--- src/logic/pwm_macros.svh ---
// Channel count, bus and counter widths, register offsets
`ifndef PWM_MACROS_SVH
`define PWM_MACROS_SVH

`default_nettype none

// Sizes
`define PWM_NCH 6
`define PWM_DW  32
`define PWM_CW  16

// Global slot registers
`define PWM_ADDR_ENB    2'd0
`define PWM_ADDR_DUPD   2'd1
`define PWM_ADDR_IMASK  2'd2
`define PWM_ADDR_ISTAT  2'd3

// Channel slot registers
`define PWM_ADDR_PERIOD 2'd0
`define PWM_ADDR_HIGH   2'd1
`define PWM_ADDR_MODE   2'd2
`define PWM_ADDR_COUNT  2'd3

`default_nettype wire

`endif

--- src/logic/pwm_pkg.sv ---
// Shared bus word, channel mask, counter and slot select types
`include "pwm_macros.svh"

`default_nettype none

package pwm_pkg;

  // One register bus data word
  typedef logic [`PWM_DW-1:0] reg_word_t;

  // One bit per PWM channel
  typedef logic [`PWM_NCH-1:0] ch_mask_t;

  // Period, high time and counter value
  typedef logic [`PWM_CW-1:0] cnt_t;

  // ----------------------------------------
  // Slot select from address bits 4:2
  // ----------------------------------------
  typedef logic [2:0] blk_sel_t;

  // Global block sits in slot 0
  localparam blk_sel_t BLK_GLBL  = 3'd0;
  // Channel 0 slot, the rest follow
  localparam blk_sel_t BLK_CH0   = 3'd1;
  // Nobody home here
  localparam blk_sel_t BLK_UNMAP = 3'd7;

endpackage

`default_nettype wire

--- src/logic/pwm_reg_if.sv ---
// Register slot interface with master and slave modports
`include "pwm_macros.svh"

`default_nettype none

interface pwm_reg_if;
  import pwm_pkg::*;

  // Request side
  logic                  cs;
  logic                  wr;
  logic [1:0]            addr;
  reg_word_t             wdata;
  logic [`PWM_DW/8-1:0]  be;

  // Response side, registered in the slave
  reg_word_t             rdata;
  logic                  ack;

  // Decoder end
  modport master (output cs, wr, addr, wdata, be, input rdata, ack);

  // Register block end
  modport slave (input cs, wr, addr, wdata, be, output rdata, ack);

endinterface

`default_nettype wire

--- src/logic/pwm_bus_decode.sv ---
// Register bus decoder for the global slot and the channel slots
`include "pwm_macros.svh"

`default_nettype none

module pwm_bus_decode (
  input  logic                 mclk,
  input  logic                 h_reset_n,
  input  logic                 reg_cs,
  input  logic                 reg_wr,
  input  logic [4:0]           reg_addr,
  input  pwm_pkg::reg_word_t   reg_wdata,
  input  logic [`PWM_DW/8-1:0] reg_be,
  output pwm_pkg::reg_word_t   reg_rdata,
  output logic                 reg_ack,
  pwm_reg_if.master            slot [0:`PWM_NCH]
);
  import pwm_pkg::*;

  blk_sel_t         sel;
  logic             unm_ack;
  logic [`PWM_NCH:0] slot_ack;
  reg_word_t        slot_rdata [0:`PWM_NCH];

  // Upper address bits pick the slot
  assign sel = reg_addr[4:2];

  // ----------------------------------------
  // Fan out, only selected slot sees cs
  // ----------------------------------------
  for (genvar i = 0; i <= `PWM_NCH; i++) begin : g_slot
    assign slot[i].cs    = reg_cs && (sel == blk_sel_t'(i));
    assign slot[i].wr    = reg_wr;
    assign slot[i].addr  = reg_addr[1:0];
    assign slot[i].wdata = reg_wdata;
    assign slot[i].be    = reg_be;
    // Collect responses for the mux
    assign slot_ack[i]   = slot[i].ack;
    assign slot_rdata[i] = slot[i].rdata;
  end

  // Unmapped slot still answers, one cycle after cs
  always_ff @(posedge mclk or negedge h_reset_n) begin
    if (!h_reset_n) begin
      unm_ack <= 1'b0;
    end else begin
      unm_ack <= reg_cs && (sel == BLK_UNMAP) && !unm_ack;
    end
  end

  // Response mux, follows address held by host
  always_comb begin
    reg_ack   = unm_ack;
    reg_rdata = '0;
    if (sel != BLK_UNMAP) begin
      reg_ack   = slot_ack[sel];
      reg_rdata = slot_rdata[sel];
    end
  end

endmodule

`default_nettype wire

--- src/logic/pwm_glbl_reg.sv ---
// Global enable, freeze, interrupt mask and status registers with interrupt output
`include "pwm_macros.svh"

`default_nettype none

module pwm_glbl_reg (
  input  logic              mclk,
  input  logic              h_reset_n,
  pwm_reg_if.slave          bus,
  output pwm_pkg::ch_mask_t cfg_pwm_enb,
  output pwm_pkg::ch_mask_t cfg_pwm_dupdate,
  input  pwm_pkg::ch_mask_t pwm_os_done,
  input  pwm_pkg::ch_mask_t pwm_ovflow,
  input  pwm_pkg::ch_mask_t gpio_tgr,
  output logic              pwm_intr
);
  import pwm_pkg::*;

  logic      wr_stb;
  ch_mask_t  wr_bits;
  ch_mask_t  enb_r;
  ch_mask_t  dupd_r;
  ch_mask_t  imask_r;
  ch_mask_t  istat_r;
  reg_word_t rd_mux;

  // Write lands in the ack cycle, low byte lane only
  assign wr_stb  = bus.cs & bus.wr & bus.ack & bus.be[0];
  assign wr_bits = bus.wdata[`PWM_NCH-1:0];

  assign cfg_pwm_enb     = enb_r;
  assign cfg_pwm_dupdate = dupd_r;

  // ----------------------------------------
  // Bus handshake
  // ----------------------------------------
  always_ff @(posedge mclk or negedge h_reset_n) begin
    if (!h_reset_n) begin
      bus.ack <= 1'b0;
    end else begin
      // Never re-raised while high, so one cycle wide
      bus.ack <= bus.cs & ~bus.ack;
    end
  end

  // Read data captured alongside ack
  always_ff @(posedge mclk) begin
    if (bus.cs && !bus.ack) begin
      bus.rdata <= rd_mux;
    end
  end

  // ----------------------------------------
  // Channel enables
  // ----------------------------------------
  always_ff @(posedge mclk or negedge h_reset_n) begin
    if (!h_reset_n) begin
      enb_r <= '0;
    end else if (wr_stb && bus.addr == `PWM_ADDR_ENB) begin
      // Triggers win over a written zero
      enb_r <= wr_bits | gpio_tgr;
    end else begin
      // One-shot completion drops the bit
      enb_r <= (enb_r | gpio_tgr) & ~pwm_os_done;
    end
  end

  // Freeze and mask, plain software registers
  always_ff @(posedge mclk or negedge h_reset_n) begin
    if (!h_reset_n) begin
      dupd_r  <= '0;
      imask_r <= '0;
    end else if (wr_stb) begin
      if (bus.addr == `PWM_ADDR_DUPD) dupd_r <= wr_bits;
      if (bus.addr == `PWM_ADDR_IMASK) imask_r <= wr_bits;
    end
  end

  // ----------------------------------------
  // Interrupt status and output
  // ----------------------------------------
  always_ff @(posedge mclk or negedge h_reset_n) begin
    if (!h_reset_n) begin
      istat_r  <= '0;
      pwm_intr <= 1'b0;
    end else begin
      // Hardware set beats software clear
      if (wr_stb && bus.addr == `PWM_ADDR_ISTAT) begin
        istat_r <= (istat_r & ~wr_bits) | pwm_ovflow;
      end else begin
        istat_r <= istat_r | pwm_ovflow;
      end
      // Interrupt follows status one cycle later
      pwm_intr <= |(istat_r & imask_r);
    end
  end

  // Readback, upper bits zero
  always_comb begin
    case (bus.addr)
      `PWM_ADDR_ENB:   rd_mux = reg_word_t'(enb_r);
      `PWM_ADDR_DUPD:  rd_mux = reg_word_t'(dupd_r);
      `PWM_ADDR_IMASK: rd_mux = reg_word_t'(imask_r);
      `PWM_ADDR_ISTAT: rd_mux = reg_word_t'(istat_r);
      default:         rd_mux = '0;
    endcase
  end

endmodule

`default_nettype wire

--- src/logic/pwm_chan.sv ---
// PWM channel with shadow config, active config, counter and output pulses
`include "pwm_macros.svh"

`default_nettype none

module pwm_chan (
  input  logic     mclk,
  input  logic     h_reset_n,
  pwm_reg_if.slave bus,
  input  logic     enb,
  input  logic     dupdate,
  output logic     pwm_out,
  output logic     os_done,
  output logic     ovflow
);
  import pwm_pkg::*;

  cnt_t      sh_period;
  cnt_t      sh_high;
  logic      sh_mode;
  cnt_t      act_period;
  cnt_t      act_high;
  cnt_t      cnt;
  logic      run_q;
  logic      last;
  logic      wrap;
  logic      load;
  logic      wr_stb;
  reg_word_t rd_mux;

  // Write lands in the ack cycle
  assign wr_stb = bus.cs & bus.wr & bus.ack;

  // ----------------------------------------
  // Bus handshake
  // ----------------------------------------
  always_ff @(posedge mclk or negedge h_reset_n) begin
    if (!h_reset_n) begin
      bus.ack <= 1'b0;
    end else begin
      bus.ack <= bus.cs & ~bus.ack;
    end
  end

  always_ff @(posedge mclk) begin
    if (bus.cs && !bus.ack) begin
      bus.rdata <= rd_mux;
    end
  end

  // ----------------------------------------
  // Shadow config, byte lane writes
  // ----------------------------------------
  always_ff @(posedge mclk or negedge h_reset_n) begin
    if (!h_reset_n) begin
      sh_period <= '0;
      sh_high   <= '0;
      sh_mode   <= 1'b0;
    end else if (wr_stb) begin
      for (int b = 0; b < `PWM_CW/8; b++) begin
        if (bus.be[b] && bus.addr == `PWM_ADDR_PERIOD) begin
          sh_period[b*8 +: 8] <= bus.wdata[b*8 +: 8];
        end
        if (bus.be[b] && bus.addr == `PWM_ADDR_HIGH) begin
          sh_high[b*8 +: 8] <= bus.wdata[b*8 +: 8];
        end
      end
      // Mode is a single bit in lane 0
      if (bus.be[0] && bus.addr == `PWM_ADDR_MODE) sh_mode <= bus.wdata[0];
    end
  end

  // ----------------------------------------
  // Counter and active config
  // ----------------------------------------
  // Zero period wraps every cycle
  assign last = (act_period == '0) || (cnt == act_period - 1'b1);
  assign wrap = enb & run_q & last;
  // Reload at first enabled cycle or on wrap, unless frozen
  assign load = enb & ~dupdate & (wrap | ~run_q);

  always_ff @(posedge mclk or negedge h_reset_n) begin
    if (!h_reset_n) begin
      run_q      <= 1'b0;
      cnt        <= '0;
      act_period <= '0;
      act_high   <= '0;
    end else begin
      run_q <= enb;
      // Held at 0 while off and in the load cycle
      if (!enb || !run_q || wrap) begin
        cnt <= '0;
      end else begin
        cnt <= cnt + 1'b1;
      end
      if (load) begin
        act_period <= sh_period;
        act_high   <= sh_high;
      end
    end
  end

  // High while counter below high time
  assign pwm_out = enb & run_q & (cnt < act_high);
  assign ovflow  = wrap;
  // One-shot ends at first wrap
  assign os_done = wrap & sh_mode;

  // Readback, COUNT is live
  always_comb begin
    case (bus.addr)
      `PWM_ADDR_PERIOD: rd_mux = reg_word_t'(sh_period);
      `PWM_ADDR_HIGH:   rd_mux = reg_word_t'(sh_high);
      `PWM_ADDR_MODE:   rd_mux = reg_word_t'(sh_mode);
      `PWM_ADDR_COUNT:  rd_mux = reg_word_t'(cnt);
      default:          rd_mux = '0;
    endcase
  end

endmodule

`default_nettype wire

--- src/logic/pwm_subsys.sv ---
// PWM subsystem top with bus decoder, global registers and channel array
`include "pwm_macros.svh"

`default_nettype none

module pwm_subsys (
  input  logic                 mclk,
  input  logic                 h_reset_n,
  input  logic                 reg_cs,
  input  logic                 reg_wr,
  input  logic [4:0]           reg_addr,
  input  pwm_pkg::reg_word_t   reg_wdata,
  input  logic [`PWM_DW/8-1:0] reg_be,
  input  pwm_pkg::ch_mask_t    gpio_tgr,
  output pwm_pkg::reg_word_t   reg_rdata,
  output logic                 reg_ack,
  output pwm_pkg::ch_mask_t    pwm_out,
  output logic                 pwm_intr
);
  import pwm_pkg::*;

  // Channel to global block
  ch_mask_t cfg_pwm_enb;
  ch_mask_t cfg_pwm_dupdate;
  ch_mask_t pwm_os_done;
  ch_mask_t pwm_ovflow;

  // One register slot per block
  pwm_reg_if slot_if [0:`PWM_NCH] ();

  // ----------------------------------------
  // Bus split
  // ----------------------------------------
  pwm_bus_decode u_decode (
    .mclk      (mclk),
    .h_reset_n (h_reset_n),
    .reg_cs    (reg_cs),
    .reg_wr    (reg_wr),
    .reg_addr  (reg_addr),
    .reg_wdata (reg_wdata),
    .reg_be    (reg_be),
    .reg_rdata (reg_rdata),
    .reg_ack   (reg_ack),
    .slot      (slot_if)
  );

  // Enables, freeze, interrupt
  pwm_glbl_reg u_glbl (
    .mclk            (mclk),
    .h_reset_n       (h_reset_n),
    .bus             (slot_if[BLK_GLBL]),
    .cfg_pwm_enb     (cfg_pwm_enb),
    .cfg_pwm_dupdate (cfg_pwm_dupdate),
    .pwm_os_done     (pwm_os_done),
    .pwm_ovflow      (pwm_ovflow),
    .gpio_tgr        (gpio_tgr),
    .pwm_intr        (pwm_intr)
  );

  // ----------------------------------------
  // Channels, slot follows global block
  // ----------------------------------------
  for (genvar i = 0; i < `PWM_NCH; i++) begin : g_chan
    pwm_chan u_chan (
      .mclk      (mclk),
      .h_reset_n (h_reset_n),
      .bus       (slot_if[BLK_CH0 + i]),
      .enb       (cfg_pwm_enb[i]),
      .dupdate   (cfg_pwm_dupdate[i]),
      .pwm_out   (pwm_out[i]),
      .os_done   (pwm_os_done[i]),
      .ovflow    (pwm_ovflow[i])
    );
  end

endmodule

`default_nettype wire

--- config.mk ---
export PLATFORM = sky130hd
export DESIGN_NAME = pwm_subsys
export DESIGN_NICKNAME = d
export VERILOG_FILES = /design/src/logic/pwm_pkg.sv /design/src/logic/pwm_reg_if.sv /design/src/logic/pwm_bus_decode.sv /design/src/logic/pwm_glbl_reg.sv /design/src/logic/pwm_chan.sv /design/src/logic/pwm_subsys.sv
export VERILOG_INCLUDE_DIRS = /design/src /design/src/logic
export SDC_FILE = /design/constraint.sdc
export NUM_CORES = 1
export LEC_CHECK = 0
export BUFFER_PORTS_ARGS = -buffer_cell sky130_fd_sc_hd__buf_2
export CORE_ASPECT_RATIO = 1.1
export CORE_UTILIZATION = 50
export CTS_BUF_LIST = sky130_fd_sc_hd__clkbuf_16
export CTS_CLUSTER_DIAMETER = 60
export DETAILED_ROUTE_END_ITERATION = 8
export GPL_ROUTABILITY_DRIVEN = 0
export PLACE_DENSITY = 0.75
export SETUP_SLACK_MARGIN = 0.4
export SYNTH_ARGS = -nofsm -noshare
export SYNTH_HDL_FRONTEND = slang
export SYNTH_SLANG_ARGS = --single-unit
--- constraint.sdc ---
create_clock -name mclk -period 6.6 [get_ports mclk]
set_input_delay 0 -clock mclk [delete_from_list [all_inputs] [get_ports mclk]]
set_output_delay 0 -clock mclk [all_outputs]
set_load 0.05 [all_outputs]
# Yosys cells after proc, flatten, opt, wreduce, memory -nomap -nowiden
# Cells that the tools add are included.
# totals
register_bits	749
# op_classes
bitwise	93
addsub	12
n_reduce_logical	102
n_eq_ne	17
muxes	22
n_lt_le_gt_ge	8
# op_table
cell	count
case mux 32 bit (4 select lines)	7
adder 16 x 1 -> 16 bit (second input constant)	6
binary-select mux 32 bit (select 3 bit)	1
== test 16 bit	6
zero test 16 bit	6
less-than comparator 16 bit	6
two-way mux 16 bit	6
two-way mux 32 bit	3
subtractor 16 x 1 -> 16 bit (second input constant)	6
AND reduction 2 bit	32
bitwise AND 1 bit	58
OR 6 bit	4
logical AND 1 bit	23
zero test 1 bit	20
inverter 1 bit	19
bitwise AND 6 bit	3
logical OR 1 bit	18
== test 3 bit (second input constant)	4
two-way mux 6 bit	2
inverter 6 bit	2
== test 3 x 2 -> 1 bit (second input constant)	2
OR 1 bit	6
OR reduction 6 bit	1
== test 2 bit (second input constant)	2
10 further kinds	11

# Logic depth before layout (Yosys ltp)
# depth
ltp_word	8
depth_mapped	13
ltp_nobuf	10

# Hierarchy
# From an unflattened synthesis, not the netlist that was laid out.
# unflattened
cells_unflattened	3197
hier_area_um2	37180.7
# by_module_without_submodules
mod	area_per_inst_um2	cells_each	instances
pwm_chan (g_chan[0].u_chan ...)	5200.0	423	4
pwm_chan (g_chan[4].u_chan ...)	5238.8	428	2
pwm_bus_decode	4192.8	517	1
pwm_glbl_reg	1710.4	132	1

# Worst setup path after synthesis
# Ideal clock, no wire load.
# synth_timing
kind	register to register
start	reg g_chan[4].u_chan.act_period[0]
end	reg g_chan[4].u_chan.act_high[14]
setup_time_ns	0.127
stages_incl_launch_ff	12
synth_period_minus_slack_ns	3.246
t_required_ns	6.473
n_path_buf	1
path_slack_ns	3.354
arrival_ns	3.118
cell_sequence	dfrtp_1 inv_1 ha_1 or3b_2 or3_1 a2111oi_2 nand4_1 a2111o_1 nor2_2 o21a_4 buf_6 mux2_1
# synth_between
elab_chain_len	6
# synth_lines
element	line_no	rtl
from (decl)	pwm_chan.sv:21	cnt_t act_period;
from (signal assigned)	pwm_chan.sv:97	act_period <= sh_period;
subtractor 16 x 1 -> 16 bit	pwm_chan.sv:77	assign last = (act_period == '0) || (cnt == act_period - 1'b1);
== test 16 bit	pwm_chan.sv:77	
logical OR 1 bit (*)	pwm_chan.sv:77	
bitwise AND 1 bit (*)	pwm_chan.sv:78	assign wrap = enb & run_q & last;
OR 1 bit (*)	pwm_chan.sv:80	assign load = enb & ~dupdate & (wrap | ~run_q);
bitwise AND 1 bit (*)	pwm_chan.sv:80	
to (signal assigned)	pwm_chan.sv:98	act_high <= sh_high;
to (decl)	pwm_chan.sv:22	cnt_t act_high;
# Every way passes the cells marked *; elsewhere a longest branch is shown, timed or not.
# A chain may end at the register's enable or synchronous reset.

# Worst setup path after layout
# layout_timing
start	reg g_chan[5].u_chan.act_period[2]
end	reg g_chan[5].u_chan.act_period[0]
# layout_between
elab_chain_len	6
# layout_lines
element	line_no
from (decl)	pwm_chan.sv:21
from (signal assigned)	pwm_chan.sv:97
subtractor 16 x 1 -> 16 bit	pwm_chan.sv:77
== test 16 bit	pwm_chan.sv:77
logical OR 1 bit (*)	pwm_chan.sv:77
bitwise AND 1 bit (*)	pwm_chan.sv:78
OR 1 bit (*)	pwm_chan.sv:80
bitwise AND 1 bit (*)	pwm_chan.sv:80
# Marks and branches as above.

==> results.toml <==
[worst_hold_path]
min_path_type = "input port to register"
hold_start = "reg_wdata[9]"
hold_depth = 2
end_point_of_the_worst_hold_path = "g_chan[2].u_chan.sh_period[9]$_DFFE_PN0P_"

[clocking]
insertion_delay_ps = 620
tritoncts = "done"
cts_buffer_depth = 3
clk_transition_reported_paths_ps = 60
ctsRootBufferMaster = "clkbuf_16"
htree_levels = 3
num_clock_sinks = 627
tritoncts.num_buffers = 69

[detailed_routing]
detailroute.wirelength.met2_um = 40740
routed-wl-met3_um = 8018
drtIter0Drc = 2382
antenna_violation_net_count_after_detailed_routing = 0
route.detailed.drc = 32
routed_length_per_placed_instance_um = 23.34
postRouteWirelength_um = 89290
via_count = 23840
vias_per_cell = 6.232
top_signal_layer_used = "met5"
wl_met1_um = 36890
drt_first_pass_iters = 9

[yosys]
synth-adder-area-share_pct = 3.867
post_synth_num_cell_types = 89
synth_compound_area_share_pct = 8.792
yosys.area_share.simple_pct = 11.54
synth_enable_flop_cells = 102
post_synth_xor_area_fraction_pct = 5.202
dominant_combinational_cell_family_by_area_after_synthesis = "multiplexers"
synthMuxAreaShare_pct = 17.64
dominantRegCellSynth = "dfrtp_1"
synth_warnings = 0
synth.yosys.seq_area_share_pct = 49.09
synth_area_per_cell_um2 = 11.35
netlist_instances = 2909
syn-cell-area_um2 = 33000
yosys_register_bits = 627
synth-async-reset-ratio_pct = 83.73

[critical_path]
worstPathRequired_ps = 7090
setup.reg_to_reg.worst_slack_ps = 2630
cp_slowest_stage_delay_ps = 950
critical_path.reg2reg.endpoint = "g_chan[5].u_chan.act_period[0]$_DFFE_PN0P_"
cp_slowest_cell = "a31oi_4"
critical_path_peak_fanout = 32
worst-endpoint-arrival_ps = 4470
r2r_start = "g_chan[5].u_chan.act_period[2]$_DFFE_PN0P_"
timing.critical_path.to_type = "register"
timing.critical_path.from = "g_chan[5].u_chan.act_period[2]$_DFFE_PN0P_"
r2r.worst_path.cells = 8
startpoint_type = "register"
worst-setup-path-type = "register to register"
critical_path.cell_chain = "or4_1 > or3_1 > a211oi_1 > o221ai_1 > nor4_2 > nand2_1 > a31oi_4 > mux2_2"

[pwr]
power_density_nw_per_um2 = 294.4
p_leak_nw = 16.37
vdd_drop_max_mv = 0.3334
finalPower_mw = 10.66

[cells_and_area]
multi_input_comb_area_um2 = 15630
drive_above_1_share_pct = 18.49
num-nets-final = 3077
seqCellArea_um2 = 16200
layout.filler_cells = 5284
flow.area_growth_from_synthesis_pct = 9.706
final_cell_count_no_fill = 3826
fin_area_um2 = 36210

[job]
cap_viol_max_count = 0

[grt]
first_global_vias = 23870
pin_count_of_the_biggest_net_entering_global_routing = 165
grt_first_pass_wirelength_um = 138100
grtUsageTotal_pct = 26.83
grt_remaining_overflow = 0
antenna_found_initial = 6

[sta]
hold_slack_ps = 48.88
timing.final.max_slew_violations = 0
finalWorstPathRequiredPeriod_ps = 3973
tns_ps = 0
hold_violations = 0
timing.slew.headroom_pct = 23.15
timing.final.crit_share_pct = 60.19
worst_margin_pin_slew_ps = 1150
setup_repair_after_global_routing_missed_its_margin = "false"
clock.fmax_mhz = 251.7
setup-violations-final = 0
clock_skew_ps = 34.56

[placement]
dp.final_hpwl_um = 61260
placed_cell_area_um2 = 33830
post-place-cells = 3683
port_buffers = 56

[outcome]
status = "finished, violations left"
failed_checks = "design-rule violations"

[floorplanning]
core_area_um2 = 65110
die_area_um2 = 67040
initial_utilization_pct = 50.69
num_rows = 98
die_height_um = 271.5
die_x_um = 247.0
num_io_pins = 91
## registers in the layout, summed over array words and instances (netlist names)
signal,cells
g_chan.u_chan.act_high,96
g_chan.u_chan.act_period,96
g_chan.u_chan.bus.rdata,96
g_chan.u_chan.cnt,96
g_chan.u_chan.sh_high,96
g_chan.u_chan.sh_period,96
g_chan.u_chan.bus.ack,6
g_chan.u_chan.run_q,6
g_chan.u_chan.sh_mode,6
u_glbl.bus.rdata,6
u_glbl.cfg_pwm_dupdate,6
u_glbl.cfg_pwm_enb,6
u_glbl.imask_r,6
u_glbl.istat_r,6
u_decode.unm_ack,1
u_glbl.bus.ack,1
u_glbl.pwm_intr,1
## critical path: cells and delay by family (launching register included)
| family | cells | cell delay, ps |
|---|---|---|
| AND/OR/NAND/NOR | 4 | 1500 |
| AO/OA/AOI/OAI | 3 | 1460 |
| flip-flops | 1 | 470 |
| multiplexers | 1 | 420 |
## per-stage QoR
step,worst slack (ps),utilization [%]
floorplan,3354,-
global placement,2711,51.96
detailed placement,2632,51.96
CTS,2610,55.59
global route,2380,55.60
finish,2627,55.61
## cell type report
| cell class | instances | share of cell area, % |
|---|---|---|
| antenna | 1 | 0.006912 |
| clock buffer | 72 | 4.976 |
| clock inverter | 50 | 1.013 |
| inverter | 122 | 1.265 |
| multi-input combinational | 2007 | 43.18 |
| sequential | 627 | 44.75 |
| tap | 850 | 2.937 |
| timing repair buffer | 97 | 1.880 |
## cells in the mapped netlist (29+ instances only)
cell      instances  share of area, %
dfrtp_1         525                40
mux2_2          300                10
nor2_1          208               2.4
nand2_1         174               2.0
inv_1           122               1.4
o21ai_0         118               1.8
mux2i_1         115               3.5
clkbuf_1        113               1.3
xnor2_1         104               2.8
edfxtp_1        102               9.3
ha_1            102               3.9
xor2_1           92               2.4
nand3_1          86               1.3
a21oi_1          75               1.1
nor3_1           65              0.99
mux2_1           48               1.6
nor4_1           39              0.74
a22o_1           35              0.93
a21o_1           34              0.77
and3_1           34              0.64
nand4_1          31              0.59
buf_4            29              0.66
## cell families after synthesis
logic type | Yosys count
AOI/OAI and AO/OA | 422
xor gates and xnor gates | 196
adders and majority gates | 102
buffers and inverters | 290
DFF | 627
muxes | 503
other | 1
and+or+nand+nor | 768
## power breakdown
part           internal, mW  switching [mW]  total [mW]
Sequential             4.09           0.241        4.33
Combinational         0.957            1.67        2.62
Clock                  2.14            1.57        3.71
Total                  7.18            3.47        10.7
## layout by cell type (no fill, tap or decap), drive strengths merged, types with 23 or more instances in the layout
master / netlist / routed
nand2b: 23 / 23
nor3: 65 / 65
nor2: 209 / 209
a22o: 35 / 35
nor2b: 27 / 27
edfxtp: 102 / 102
dfrtp: 525 / 525
a221o: 27 / 27
mux2: 368 / 368
xor2: 92 / 92
nand2: 174 / 174
nor4: 42 / 42
and3: 34 / 34
xnor2: 104 / 104
nand3: 86 / 86
a21o: 34 / 34
buf: 55 / 78
clkinv: 0 / 28
inv: 122 / 138
nand4: 32 / 32
o21ai: 120 / 120
clkbuf: 113 / 72
a21oi: 77 / 77
mux2i: 115 / 115
ha: 102 / 102
## worst max-delay path by stage
stage / end
finish: g_chan[5].u_chan.act_period[0]$_DFFE_PN0P_
global route: g_chan[5].u_chan.act_period[1]$_DFFE_PN0P_
CTS: g_chan[5].u_chan.act_period[0]$_DFFE_PN0P_
detailed placement: g_chan[5].u_chan.act_period[0]$_DFFE_PN0P_
global placement: g_chan[5].u_chan.act_period[1]$_DFFE_PN0P_
floorplan: g_chan[4].u_chan.act_high[14]$_DFFE_PN0P_
## routing by layer
layer,GRT usage [%],vias up
met5,0,-
met4,11.63,4
met3,4.716,186
met2,41.69,1056
met1,36.86,12130
li1,-,10470
## what timing repair did
item	in CTS	in global routing
gates resized for setup	0	0
setup buffers	0	0
hold buffers	19	0
endpoints found under the hold margin	153	0
Note: power is estimated with default switching activity, not from simulation.
